`src/execCluster_settings.svh`:
```
`ifndef EXEC_CLUSTER_SETTINGS_SVH
`define EXEC_CLUSTER_SETTINGS_SVH

// lane count must stay a power of two, pointers wrap by overflow
`define EXEC_LANES    4
`define EXEC_TAG_BITS 6
`define EXEC_XLEN     64

`endif

```
`src/execPkg.sv`:
```
`include "execCluster_settings.svh"

package execPkg;

    typedef logic [`EXEC_XLEN-1:0]          xlenT;
    typedef logic [31:0]                    instT;
    typedef logic [`EXEC_TAG_BITS-1:0]      tagT;
    typedef logic [3:0]                     aluOpT;
    typedef logic [$clog2(`EXEC_LANES)-1:0] laneIdxT;

    localparam aluOpT ALU_ADD    = 4'd0;
    localparam aluOpT ALU_SUB    = 4'd1;
    localparam aluOpT ALU_SLL    = 4'd2;
    localparam aluOpT ALU_SLT    = 4'd3;
    localparam aluOpT ALU_SLTU   = 4'd4;
    localparam aluOpT ALU_XOR    = 4'd5;
    localparam aluOpT ALU_SRL    = 4'd6;
    localparam aluOpT ALU_SRA    = 4'd7;
    localparam aluOpT ALU_OR     = 4'd8;
    localparam aluOpT ALU_AND    = 4'd9;
    localparam aluOpT ALU_PASS_B = 4'd10; // lui
    localparam aluOpT ALU_NONE   = 4'd15;

    typedef struct packed {
        instT inst;
        xlenT pc;
        xlenT rs1Val;
        xlenT rs2Val;
        tagT  tag;
    } issueT;

    typedef struct packed {
        aluOpT      aluOp;
        logic       selA;        // 0 rs1, 1 pc
        logic       selB;        // 0 rs2, 1 imm
        logic       wordOp;
        logic       rs1To32;
        logic       writeRd;
        logic       wbSel;       // 0 alu, 1 pc+4
        logic [7:0] writeMask;
        logic [3:0] readBytes;
        logic       readSigned;
        logic       isBranch;
        logic [2:0] branchFunct;
        logic       isJump;
        logic       jumpReg;     // jalr
        logic       illegal;
    } ctrlT;

    typedef struct packed {
        tagT        tag;
        xlenT       rdValue;
        logic       writeRd;
        xlenT       memAddr;
        logic [7:0] writeMask;
        logic [3:0] readBytes;
        logic       readSigned;
        logic       redirect;
        xlenT       targetPc;
        logic       illegal;
    } resultT;

endpackage

```
`src/execCluster.sv`:
```
`timescale 1ns/10ps
`include "execCluster_settings.svh"

module execCluster (
    input  logic            clk,
    input  logic            rstN,
    input  logic            inValid,
    output logic            inReady,
    input  execPkg::issueT  inData,
    output logic            outValid,
    input  logic            outReady,
    output execPkg::resultT outData
);

    logic [`EXEC_LANES-1:0] laneInValid;
    logic [`EXEC_LANES-1:0] laneInReady;
    execPkg::issueT         laneIssue;
    logic [`EXEC_LANES-1:0] laneOutValid;
    logic [`EXEC_LANES-1:0] laneOutReady;
    execPkg::resultT        laneResult [`EXEC_LANES];

    laneDispatcher uDispatcher (
        .clk      (clk),
        .rstN     (rstN),
        .inValid  (inValid),
        .inReady  (inReady),
        .inData   (inData),
        .laneValid(laneInValid),
        .laneReady(laneInReady),
        .laneData (laneIssue)
    );

    for (genvar i = 0; i < `EXEC_LANES; i++) begin : genLane
        execLane uLane (
            .clk        (clk),
            .rstN       (rstN),
            .issueValid (laneInValid[i]),
            .issueReady (laneInReady[i]),
            .issue      (laneIssue),
            .resultValid(laneOutValid[i]),
            .resultReady(laneOutReady[i]),
            .result     (laneResult[i])
        );
    end

    resultCollector uCollector (
        .clk       (clk),
        .rstN      (rstN),
        .laneValid (laneOutValid),
        .laneReady (laneOutReady),
        .laneResult(laneResult),
        .outValid  (outValid),
        .outReady  (outReady),
        .outData   (outData)
    );

endmodule

```
`src/execLane.sv`:
```
`timescale 1ns/10ps

module execLane (
    input  logic            clk,
    input  logic            rstN,
    input  logic            issueValid,
    output logic            issueReady,
    input  execPkg::issueT  issue,
    output logic            resultValid,
    input  logic            resultReady,
    output execPkg::resultT result
);

    execPkg::ctrlT   ctrl;
    execPkg::xlenT   imm;
    execPkg::xlenT   opA;
    execPkg::xlenT   opB;
    execPkg::xlenT   aluResult;
    logic            branchTaken;
    execPkg::xlenT   linkPc;
    execPkg::resultT nextResult;
    logic            fullQ;
    execPkg::resultT resultQ;

    instDecoder uDecoder (
        .inst(issue.inst),
        .ctrl(ctrl),
        .imm (imm)
    );

    assign opA = ctrl.selA ? issue.pc : issue.rs1Val;
    assign opB = ctrl.selB ? imm : issue.rs2Val;

    intAlu uAlu (
        .aluOp      (ctrl.aluOp),
        .a          (opA),
        .b          (opB),
        .wordOp     (ctrl.wordOp),
        .rs1To32    (ctrl.rs1To32),
        .branchFunct(ctrl.branchFunct),
        .result     (aluResult),
        .branchTaken(branchTaken)
    );

    assign linkPc = issue.pc + execPkg::xlenT'(4);

    always_comb begin
        nextResult = '0;
        nextResult.tag = issue.tag;
        nextResult.rdValue = ctrl.wbSel ? linkPc : aluResult;
        nextResult.writeRd = ctrl.writeRd;
        if (ctrl.writeMask != 8'h00 || ctrl.readBytes != 4'h0)
            nextResult.memAddr = aluResult;
        nextResult.writeMask = ctrl.writeMask;
        nextResult.readBytes = ctrl.readBytes;
        nextResult.readSigned = ctrl.readSigned;
        nextResult.redirect = ctrl.isJump || (ctrl.isBranch && branchTaken);
        if (ctrl.jumpReg)
            nextResult.targetPc = aluResult & ~execPkg::xlenT'(1); // jalr drops bit 0
        else if (ctrl.isJump || ctrl.isBranch)
            nextResult.targetPc = issue.pc + imm;
        nextResult.illegal = ctrl.illegal;
    end

    assign issueReady = !fullQ || resultReady; // empty or draining this cycle

    always_ff @(posedge clk) begin
        if (!rstN)
            fullQ <= 1'b0;
        else if (issueValid && issueReady)
            fullQ <= 1'b1;
        else if (resultReady)
            fullQ <= 1'b0;
    end

    always_ff @(posedge clk) begin
        if (issueValid && issueReady)
            resultQ <= nextResult;
    end

    assign resultValid = fullQ;
    assign result = resultQ;

    holdWhileStalled: assert property (@(posedge clk) disable iff (!rstN)
        resultValid && !resultReady |=> resultValid && $stable(result));

endmodule

```
`src/instDecoder.sv`:
```
`timescale 1ns/10ps

module instDecoder (
    input  execPkg::instT inst,
    output execPkg::ctrlT ctrl,
    output execPkg::xlenT imm
);

    logic [6:0]    opcode;
    logic [2:0]    funct3;
    logic [6:0]    funct7;
    logic          rTypeBad;
    execPkg::xlenT immI;
    execPkg::xlenT immS;
    execPkg::xlenT immB;
    execPkg::xlenT immU;
    execPkg::xlenT immJ;

    assign opcode = inst[6:0];
    assign funct3 = inst[14:12];
    assign funct7 = inst[31:25];

    assign immI = {{52{inst[31]}}, inst[31:20]};
    assign immS = {{52{inst[31]}}, inst[31:25], inst[11:7]};
    assign immB = {{52{inst[31]}}, inst[7], inst[30:25], inst[11:8], 1'b0};
    assign immU = {{32{inst[31]}}, inst[31:12], 12'b0};
    assign immJ = {{44{inst[31]}}, inst[19:12], inst[20], inst[30:21], 1'b0};

    // only sub/sra variants may carry 0x20, M-extension funct7 falls in here
    assign rTypeBad = (funct7 != 7'h00) &&
                      !(funct7 == 7'h20 && (funct3 == 3'b000 || funct3 == 3'b101));

    always_comb begin
        ctrl = '0;
        ctrl.aluOp = execPkg::ALU_NONE;
        imm = '0;
        case (opcode)
            7'b0110011: begin // OP
                ctrl.writeRd = 1'b1;
                ctrl.illegal = rTypeBad;
                case (funct3)
                    3'b000: ctrl.aluOp = funct7[5] ? execPkg::ALU_SUB : execPkg::ALU_ADD;
                    3'b001: ctrl.aluOp = execPkg::ALU_SLL;
                    3'b010: ctrl.aluOp = execPkg::ALU_SLT;
                    3'b011: ctrl.aluOp = execPkg::ALU_SLTU;
                    3'b100: ctrl.aluOp = execPkg::ALU_XOR;
                    3'b101: ctrl.aluOp = funct7[5] ? execPkg::ALU_SRA : execPkg::ALU_SRL;
                    3'b110: ctrl.aluOp = execPkg::ALU_OR;
                    default: ctrl.aluOp = execPkg::ALU_AND;
                endcase
            end
            7'b0010011: begin // OP-IMM
                ctrl.selB = 1'b1;
                ctrl.writeRd = 1'b1;
                imm = immI;
                case (funct3)
                    3'b000: ctrl.aluOp = execPkg::ALU_ADD;
                    3'b001: begin
                        ctrl.aluOp = execPkg::ALU_SLL;
                        ctrl.illegal = (funct7[6:1] != 6'h00);
                    end
                    3'b010: ctrl.aluOp = execPkg::ALU_SLT;
                    3'b011: ctrl.aluOp = execPkg::ALU_SLTU;
                    3'b100: ctrl.aluOp = execPkg::ALU_XOR;
                    3'b101: begin // 6-bit shamt, funct7[0] is shamt[5]
                        ctrl.aluOp = funct7[5] ? execPkg::ALU_SRA : execPkg::ALU_SRL;
                        ctrl.illegal = (funct7[6:1] != 6'h00) && (funct7[6:1] != 6'h10);
                    end
                    3'b110: ctrl.aluOp = execPkg::ALU_OR;
                    default: ctrl.aluOp = execPkg::ALU_AND;
                endcase
            end
            7'b0010111: begin // auipc
                ctrl.selA = 1'b1;
                ctrl.selB = 1'b1;
                ctrl.writeRd = 1'b1;
                ctrl.aluOp = execPkg::ALU_ADD;
                imm = immU;
            end
            7'b0000011: begin // loads, address only
                ctrl.selB = 1'b1;
                ctrl.writeRd = 1'b1;
                ctrl.aluOp = execPkg::ALU_ADD;
                ctrl.readBytes = 4'h1 << funct3[1:0];
                ctrl.readSigned = !funct3[2];
                ctrl.illegal = (funct3 == 3'b111);
                imm = immI;
            end
            7'b0110111: begin // lui
                ctrl.selB = 1'b1;
                ctrl.writeRd = 1'b1;
                ctrl.aluOp = execPkg::ALU_PASS_B;
                imm = immU;
            end
            7'b1101111: begin // jal
                ctrl.selA = 1'b1;
                ctrl.selB = 1'b1;
                ctrl.writeRd = 1'b1;
                ctrl.wbSel = 1'b1;
                ctrl.isJump = 1'b1;
                ctrl.aluOp = execPkg::ALU_ADD;
                imm = immJ;
            end
            7'b0100011: begin // stores
                ctrl.selB = 1'b1;
                ctrl.aluOp = execPkg::ALU_ADD;
                ctrl.writeMask = 8'((16'h1 << (4'h1 << funct3[1:0])) - 16'h1);
                ctrl.illegal = funct3[2];
                imm = immS;
            end
            7'b0111011: begin // OP-32
                ctrl.wordOp = 1'b1;
                ctrl.writeRd = 1'b1;
                ctrl.illegal = rTypeBad;
                case (funct3)
                    3'b000: ctrl.aluOp = funct7[5] ? execPkg::ALU_SUB : execPkg::ALU_ADD;
                    3'b001: ctrl.aluOp = execPkg::ALU_SLL;
                    3'b101: begin
                        ctrl.rs1To32 = 1'b1;
                        ctrl.aluOp = funct7[5] ? execPkg::ALU_SRA : execPkg::ALU_SRL;
                    end
                    default: ctrl.illegal = 1'b1;
                endcase
            end
            7'b0011011: begin // OP-IMM-32
                ctrl.selB = 1'b1;
                ctrl.wordOp = 1'b1;
                ctrl.writeRd = 1'b1;
                imm = immI;
                case (funct3)
                    3'b000: ctrl.aluOp = execPkg::ALU_ADD;
                    3'b001: begin
                        ctrl.aluOp = execPkg::ALU_SLL;
                        ctrl.illegal = (funct7 != 7'h00);
                    end
                    3'b101: begin
                        ctrl.rs1To32 = 1'b1;
                        ctrl.aluOp = funct7[5] ? execPkg::ALU_SRA : execPkg::ALU_SRL;
                        ctrl.illegal = (funct7 != 7'h00) && (funct7 != 7'h20);
                    end
                    default: ctrl.illegal = 1'b1;
                endcase
            end
            7'b1100111: begin // jalr
                ctrl.selB = 1'b1;
                ctrl.writeRd = 1'b1;
                ctrl.wbSel = 1'b1;
                ctrl.isJump = 1'b1;
                ctrl.jumpReg = 1'b1;
                ctrl.aluOp = execPkg::ALU_ADD;
                ctrl.illegal = (funct3 != 3'b000);
                imm = immI;
            end
            7'b1100011: begin // branches compare rs1/rs2
                ctrl.isBranch = 1'b1;
                ctrl.branchFunct = funct3;
                ctrl.illegal = (funct3[2:1] == 2'b01);
                imm = immB;
            end
            default: ctrl.illegal = 1'b1; // system, fence, anything else
        endcase
        if (ctrl.illegal) begin
            ctrl = '0;
            ctrl.aluOp = execPkg::ALU_NONE;
            ctrl.illegal = 1'b1;
        end
    end

endmodule

```
`src/intAlu.sv`:
```
`timescale 1ns/10ps

module intAlu (
    input  execPkg::aluOpT aluOp,
    input  execPkg::xlenT  a,
    input  execPkg::xlenT  b,
    input  logic           wordOp,
    input  logic           rs1To32,
    input  logic [2:0]     branchFunct,
    output execPkg::xlenT  result,
    output logic           branchTaken
);

    execPkg::xlenT opA;
    execPkg::xlenT raw;
    logic [5:0]    shamt;

    // srlw needs zeros above bit 31, sraw needs the word's own sign
    always_comb begin
        opA = a;
        if (rs1To32) begin
            if (aluOp == execPkg::ALU_SRA)
                opA = {{32{a[31]}}, a[31:0]};
            else
                opA = {32'b0, a[31:0]};
        end
    end

    assign shamt = wordOp ? {1'b0, b[4:0]} : b[5:0];

    always_comb begin
        case (aluOp)
            execPkg::ALU_ADD:    raw = opA + b;
            execPkg::ALU_SUB:    raw = opA - b;
            execPkg::ALU_SLL:    raw = opA << shamt;
            execPkg::ALU_SLT:    raw = {63'b0, $signed(opA) < $signed(b)};
            execPkg::ALU_SLTU:   raw = {63'b0, opA < b};
            execPkg::ALU_XOR:    raw = opA ^ b;
            execPkg::ALU_SRL:    raw = opA >> shamt;
            execPkg::ALU_SRA:    raw = $signed(opA) >>> shamt;
            execPkg::ALU_OR:     raw = opA | b;
            execPkg::ALU_AND:    raw = opA & b;
            execPkg::ALU_PASS_B: raw = b;
            default:             raw = '0;
        endcase
    end

    assign result = wordOp ? {{32{raw[31]}}, raw[31:0]} : raw;

    always_comb begin
        case (branchFunct)
            3'b000:  branchTaken = (a == b);
            3'b001:  branchTaken = (a != b);
            3'b100:  branchTaken = ($signed(a) < $signed(b));
            3'b101:  branchTaken = ($signed(a) >= $signed(b));
            3'b110:  branchTaken = (a < b);
            3'b111:  branchTaken = (a >= b);
            default: branchTaken = 1'b0;
        endcase
    end

endmodule

```
`src/laneDispatcher.sv`:
```
`timescale 1ns/10ps
`include "execCluster_settings.svh"

module laneDispatcher (
    input  logic                   clk,
    input  logic                   rstN,
    input  logic                   inValid,
    output logic                   inReady,
    input  execPkg::issueT         inData,
    output logic [`EXEC_LANES-1:0] laneValid,
    input  logic [`EXEC_LANES-1:0] laneReady,
    output execPkg::issueT         laneData
);

    execPkg::laneIdxT issuePtr;

    always_comb begin
        laneValid = '0;
        laneValid[issuePtr] = inValid;
    end

    assign inReady = laneReady[issuePtr];
    assign laneData = inData; // valid picks the lane on the shared bus

    always_ff @(posedge clk) begin
        if (!rstN)
            issuePtr <= '0;
        else if (inValid && inReady)
            issuePtr <= issuePtr + 1'b1; // wraps at lane count
    end

    // an offer waiting on a busy lane stays on that lane unchanged
    offerHeld: assert property (@(posedge clk) disable iff (!rstN)
        inValid && !inReady |=> laneValid == $past(laneValid) && $stable(laneData));

endmodule

```
`src/resultCollector.sv`:
```
`timescale 1ns/10ps
`include "execCluster_settings.svh"

module resultCollector (
    input  logic                   clk,
    input  logic                   rstN,
    input  logic [`EXEC_LANES-1:0] laneValid,
    output logic [`EXEC_LANES-1:0] laneReady,
    input  execPkg::resultT        laneResult [`EXEC_LANES],
    output logic                   outValid,
    input  logic                   outReady,
    output execPkg::resultT        outData
);

    execPkg::laneIdxT drainPtr;

    // drainPtr always points at the oldest result
    assign outValid = laneValid[drainPtr];
    assign outData = laneResult[drainPtr];

    always_comb begin
        laneReady = '0;
        laneReady[drainPtr] = outValid && outReady;
    end

    always_ff @(posedge clk) begin
        if (!rstN)
            drainPtr <= '0;
        else if (outValid && outReady)
            drainPtr <= drainPtr + 1'b1;
    end

    // an empty oldest lane means nothing is in flight
    oldestFirst: assert property (@(posedge clk) disable iff (!rstN)
        !laneValid[drainPtr] |-> laneValid == '0);

endmodule

```
`config.mk`:
```
export PLATFORM = sky130hd
export DESIGN_NAME = execCluster
export DESIGN_NICKNAME = d
export VERILOG_FILES = /design/src/execPkg.sv /design/src/execCluster.sv /design/src/execLane.sv /design/src/instDecoder.sv /design/src/intAlu.sv /design/src/laneDispatcher.sv /design/src/resultCollector.sv
export VERILOG_INCLUDE_DIRS = /design/src
export SDC_FILE = /design/constraint.sdc
export NUM_CORES = 2
export LEC_CHECK = 0
export BUFFER_PORTS_ARGS = -buffer_cell sky130_fd_sc_hd__buf_2
export CORE_MARGIN = 3
export CORE_UTILIZATION = 56
export CTS_CLUSTER_DIAMETER = 80
export CTS_CLUSTER_SIZE = 10
export DETAILED_ROUTE_END_ITERATION = 8
export HOLD_SLACK_MARGIN = 0.05
export PLACE_DENSITY = 0.78
export SYNTH_ARGS = -nofsm -noshare
export SYNTH_HDL_FRONTEND = slang
export SYNTH_SLANG_ARGS = --single-unit
```
`constraint.sdc`:
```
create_clock -name clk -period 13.7 [get_ports clk]
set_input_delay 2.74 -clock clk [delete_from_list [all_inputs] [get_ports clk]]
set_output_delay 2.74 -clock clk [all_outputs]
set_load 0.01 [all_outputs]
```
==> impl_metrics.py, run 1 <==
metrics = {
    "die": {
        "die_h_um": 340,
        "row_count": 121,
        "io_pins": 450,
        "dieWidth_um": 340,
        "initial_core_util_pct": 56.9,
    },
    "global_routing": {
        "antenna_found_initial": 96,
        "grt_overflow_total": 340,
        "grt_start_max_net_pins": 132,
        "grt_usage_pct": 76.0,
    },
    "clock_network": {
        "cts_num_sinks": 852,
        "cts_hold_buf": 0,
        "cts_buffer_depth": 3,
        "cts_root_buf": "clkbuf_16",
        "cts_buffers": 96,
        "cts-resized-gates": 0,
        "cts.htree.levels": 3,
        "cts_setup_buffers": 0,
    },
    "synthesis": {
        "synth_top_cell_area_share_pct": 40.6,
        "synth_async_sr_flop_share_pct": 0,
        "synth-adder-area-share_pct": 6.11,
        "synthSimpleGateAreaFrac_pct": 14.0,
        "seq_area_frac_synth_pct": 40.9,
        "synth_area_leaders": "edfxtp_1 41%, mux4_2 7.7%, ha_1 6.0%",
        "syn_area_um2": 62400,
        "ys_warn_count": 0,
        "synth_cell_types": 123,
        "syn-num-nets": 6859,
        "synth_compound_gate_area_share_pct": 21.7,
        "synth_flop_cell": "edfxtp_1",
        "synthXorXnorAreaFrac_pct": 2.23,
        "synth_top_family_by_area": "compound AO/OA/AOI/OAI gates",
        "synth_mux_area_share_pct": 10.4,
        "postSynthCellCount": 6322,
        "ys_ff_latch": 852,
        "synth_edf_count": 844,
        "yosysMostFrequentCell": "edfxtp_1",
        "syn_avg_cell_area_um2": 9.87,
        "yosys-top-cells-count": "844 x edfxtp_1, 543 x a21oi_1, 537 x nor2_1, 510 x nand2_1, 449 x o21ai_0",
        "synth_top_area_cell": "edfxtp_1",
    },
    "status": {
        "status": "did not finish",
        "tool.error": "[ERROR GRT-0232] Routing congestion too high. Check the congestion heatmap in the GUI.",
        "lastStage": "5_1_grt",
    },
    "placement": {
        "gp_congestion": 1.25,
        "portBuffers": 449,
        "hpwl_mm": 272,
    },
}
[stage by stage]
| stage | hold slack (ps) | setup WS, ps | utilization (%) | std cells | cell area, um2 |
|---|---|---|---|---|---|
| after floorplan | 479 | 4120 | - | 6322 | 62400 |
| after global placement | 522 | 2080 | 60.6 | 8042 | 66500 |
| after detailed placement | 591 | 1910 | 60.6 | 8042 | 66500 |
| after CTS | 667 | 2520 | 63.1 | 8168 | 69200 |
[layer usage]
layer / overflow / global-route usage, %
met5: 10 / 34.1
met4: 109 / 67.6
met3: 53 / 64.2
met2: 130 / 88.2
met1: 38 / 80.4
[kinds of logic after synthesis]
group	count (synthesis)
compound gates	2083
simple gates	1857
flops	852
buf+inv	691
mux	377
fa+ha+maj	303
xor+xnor	159
==> run 2: changes to the inputs <==
--- a/config.mk
+++ b/config.mk
@@ -8,12 +8,9 @@
 export LEC_CHECK = 0
 export BUFFER_PORTS_ARGS = -buffer_cell sky130_fd_sc_hd__buf_2
 export CORE_MARGIN = 3
-export CORE_UTILIZATION = 56
-export CTS_CLUSTER_DIAMETER = 80
-export CTS_CLUSTER_SIZE = 10
+export CORE_UTILIZATION = 40
 export DETAILED_ROUTE_END_ITERATION = 8
-export HOLD_SLACK_MARGIN = 0.05
-export PLACE_DENSITY = 0.78
+export PLACE_DENSITY_LB_ADDON = 0.15
 export SYNTH_ARGS = -nofsm -noshare
 export SYNTH_HDL_FRONTEND = slang
 export SYNTH_SLANG_ARGS = --single-unit
==> constraint.sdc (replaced) <==
create_clock -name clk -period 17.81 [get_ports clk]
set_input_delay 3.562 -clock clk [delete_from_list [all_inputs] [get_ports clk]]
set_output_delay 3.562 -clock clk [all_outputs]
set_load 0.01 [all_outputs]
==> impl_metrics.py, run 2 <==
metrics = {
    "route": {
        "vias_per_cell": 7.06,
        "routed_wl_mm": 376,
        "drc": 0,
        "drt_iter0_markers": 10300,
        "wl_per_cell_um": 42.6,
        "postRouteAntennaNets": 0,
        "first_pass_iters": 7,
        "dr_total_vias": 62300,
    },
    "timing": {
        "slew-limit-headroom_pct": 2.49,
        "worstMarginPinSlew_ps": 1460,
        "final_max_slew_viol_count": 0,
        "min_period_ps": 12450,
        "fin_ws_ps": 5360,
        "setup_viol": 0,
        "finClkSkew_ps": 37.5,
        "rsz0062_at_grt": "false",
        "max_freq_mhz": 80.3,
        "period_share_pct": 69.9,
        "hold_violations": 0,
        "tns_ps": 0,
    },
    "synthesis": {
        "synth_flop_cell": "edfxtp_1",
        "syn_avg_cell_area_um2": 9.87,
        "yosys-top-cells-count": "844 x edfxtp_1, 543 x a21oi_1, 537 x nor2_1, 510 x nand2_1, 449 x o21ai_0",
        "synthSimpleGateAreaFrac_pct": 14.0,
        "synth_mux_area_share_pct": 10.4,
        "synth_edf_count": 844,
        "syn-num-nets": 6859,
        "ys_ff_latch": 852,
        "postSynthCellCount": 6322,
        "synth_top_family_by_area": "compound AO/OA/AOI/OAI gates",
        "synthXorXnorAreaFrac_pct": 2.23,
        "synth_top_cell_area_share_pct": 40.6,
        "ys_warn_count": 0,
        "synth_compound_gate_area_share_pct": 21.7,
        "synth_area_leaders": "edfxtp_1 41%, mux4_2 7.7%, ha_1 6.0%",
        "synth_cell_types": 123,
        "synth_top_area_cell": "edfxtp_1",
        "seq_area_frac_synth_pct": 40.9,
        "synth-adder-area-share_pct": 6.11,
        "syn_area_um2": 62400,
        "synth_async_sr_flop_share_pct": 0,
        "yosysMostFrequentCell": "edfxtp_1",
    },
    "setup_path": {
        "worstPathMaxFanout": 32,
        "crit_required_ps": 18180,
        "cp.arrival_ps": 12820,
        "worstSetupPathType": "in2reg",
        "startpoint_type": "input pin",
        "crit_chain": "buf_2, nand2b_1, nor3_4, nor2_4, buf_4, buf_4, mux2i_1, inv_1, ha_1, nor2b_1, o21ai_0, a211oi_1, o32ai_1, o21ai_1, a41oi_1, xnor2_1, nor2_1, a2111oi_1, o311ai_0, nor4_1, nand3_1, a21oi_1, a21oi_1",
        "endpoint_kind": "flop",
        "worst-path-buf-inv": 4,
        "cp_top_family": "compound AO/OA/AOI/OAI gates",
        "slowest_delay_ps": 1110,
        "slowest_stage": "a2111oi_1",
    },
    "clock_network": {
        "cts_buffer_depth": 3,
        "cts_tree": "done",
        "cts_buffers": 89,
        "cts_root_buf": "clkbuf_16",
        "cts.htree.levels": 3,
        "path_clk_slew_ps": 60,
        "worst_skew_pair.late_latency_ps": 710,
        "cts_setup_buffers": 0,
        "cts_hold_buf": 0,
        "cts-resized-gates": 0,
        "cts_num_sinks": 852,
    },
    "cells_and_area": {
        "layout_common_cells": "844 x edfxtp_1, 535 x a21oi_1, 526 x nor2_1",
        "largest_reg_flops": 844,
        "final_common_cell": "edfxtp_1",
        "area_delta_synth_final_pct": 13.0,
        "drive_gt1_share_pct": 18.2,
        "fin_nets": 7218,
    },
    "pwr": {
        "power.density_nw_per_um2": 83.4,
        "p_comb_share_pct": 28.6,
        "power.share.clock_pct": 31.2,
        "p_int_mw": 3.87,
        "p_leak_nw": 27.1,
        "switching_share_pct": 34.1,
        "switching_power_mw": 2.00,
        "peakVddDrop_v": 0.0000880,
        "p_seq_share_pct": 40.2,
    },
    "global_routing": {
        "grt_start_max_net_pins": 113,
        "grt_usage_pct": 45.1,
        "grt_pass1_wl_mm": 502,
        "grt_pass1_vias": 57600,
        "grt_overflow_total": 0,
        "antenna_found_initial": 54,
    },
    "job": {
        "cap_viol_max_count": 0,
    },
    "status": {
        "status": "completed",
    },
    "die": {
        "row_count": 144,
        "dieWidth_um": 401,
        "die_h_um": 401,
        "core-area_um2": 155000,
        "die_area_um2": 161000,
        "io_pins": 450,
        "initial_core_util_pct": 40.4,
    },
    "placement": {
        "portBuffers": 449,
        "pre_cts_ws_ps": 5250,
        "gp_congestion": 1.12,
        "hpwl_mm": 294,
    },
    "worst_hold_path": {
        "min_path_type": "reg2reg",
    },
}
[run 2: cell counts after synthesis]
No cell type changed its count.
[run 2: per-stage QoR]
step | power, mW | hold WS [ps] | cell area, um2 | util [%] | std cells
global route | 6.04 | 598 | 70500 | 45.6 | 8799
global placement | 4.02 | 533 | 67500 | 43.7 | 8631
finish | 5.88 | 571 | 70500 | 45.6 | 8822
detailed placement | 4.01 | 553 | 67500 | 43.7 | 8633
CTS | 5.84 | 562 | 70400 | 45.6 | 8796
floorplan | 3.34 | 468 | 62400 | - | 6322
[run 2: metal layers]
layer | routed length (um) | part of all wire [%] | up-vias | GRT usage, %
li1 | - | - | 25100 | -
met1 | 146000 | 39 | 31400 | 59.3
met2 | 155000 | 41 | 4644 | 64.8
met3 | 46000 | 12 | 1109 | 14.6
met4 | 28600 | 7.6 | 42 | 26.6
met5 | 293 | 0.078 | - | 0
[run 2: path summary, 6_finish.rpt]
path / depth (start not counted) / from / to / slack (ps)
worst max-delay path: 23 / inData[201] / genLane[2].uLane.result[182] / 5360
worst min-delay path: 2 / genLane[1].uLane.resultValid / genLane[1].uLane.resultValid / 570
worst max register to register: 8 / uCollector.drainPtr[1] / genLane[3].uLane.result[175] / 11860
worst min register to register: 2 / genLane[1].uLane.resultValid / genLane[1].uLane.resultValid / 570
[run 2: logic make-up after synthesis]
| kind of cell | after synthesis |
|---|---|
| xor gates and xnor gates | 159 |
| AOI/OAI and AO/OA | 2083 |
| adders and majority gates | 303 |
| muxes | 377 |
| and+or+nand+nor | 1857 |
| buffers and inverters | 691 |
| DFF | 852 |
[run 2: cell type report]
class                   instances  area [um2]
flip-flops and latches        852       25500
inverters                     266        1000
repair buffers                693        4150
clock inverters                49         544
multi-input cells            4779       34300
diodes                         25        62.6
clock buffers                 114        2360
well taps                    2044        2560
fillers                     14800       84100
[run 2: power by group through the flow]
stage	sequential, mW	combinational, mW	clock (mW)
finish	2.36	1.68	1.83
global route	2.37	1.72	1.95
detailed placement	2.41	1.61	0
floorplan	2.45	0.890	0
CTS	2.36	1.61	1.86
global placement	2.40	1.62	0
[run 2: tightest hold or removal path, stage by stage (launching register included)]
cell	delay, ps
dfxtp_1	340
nand2_1	100
a21boi_0	80
Note: power is estimated with default switching activity, not from simulation.
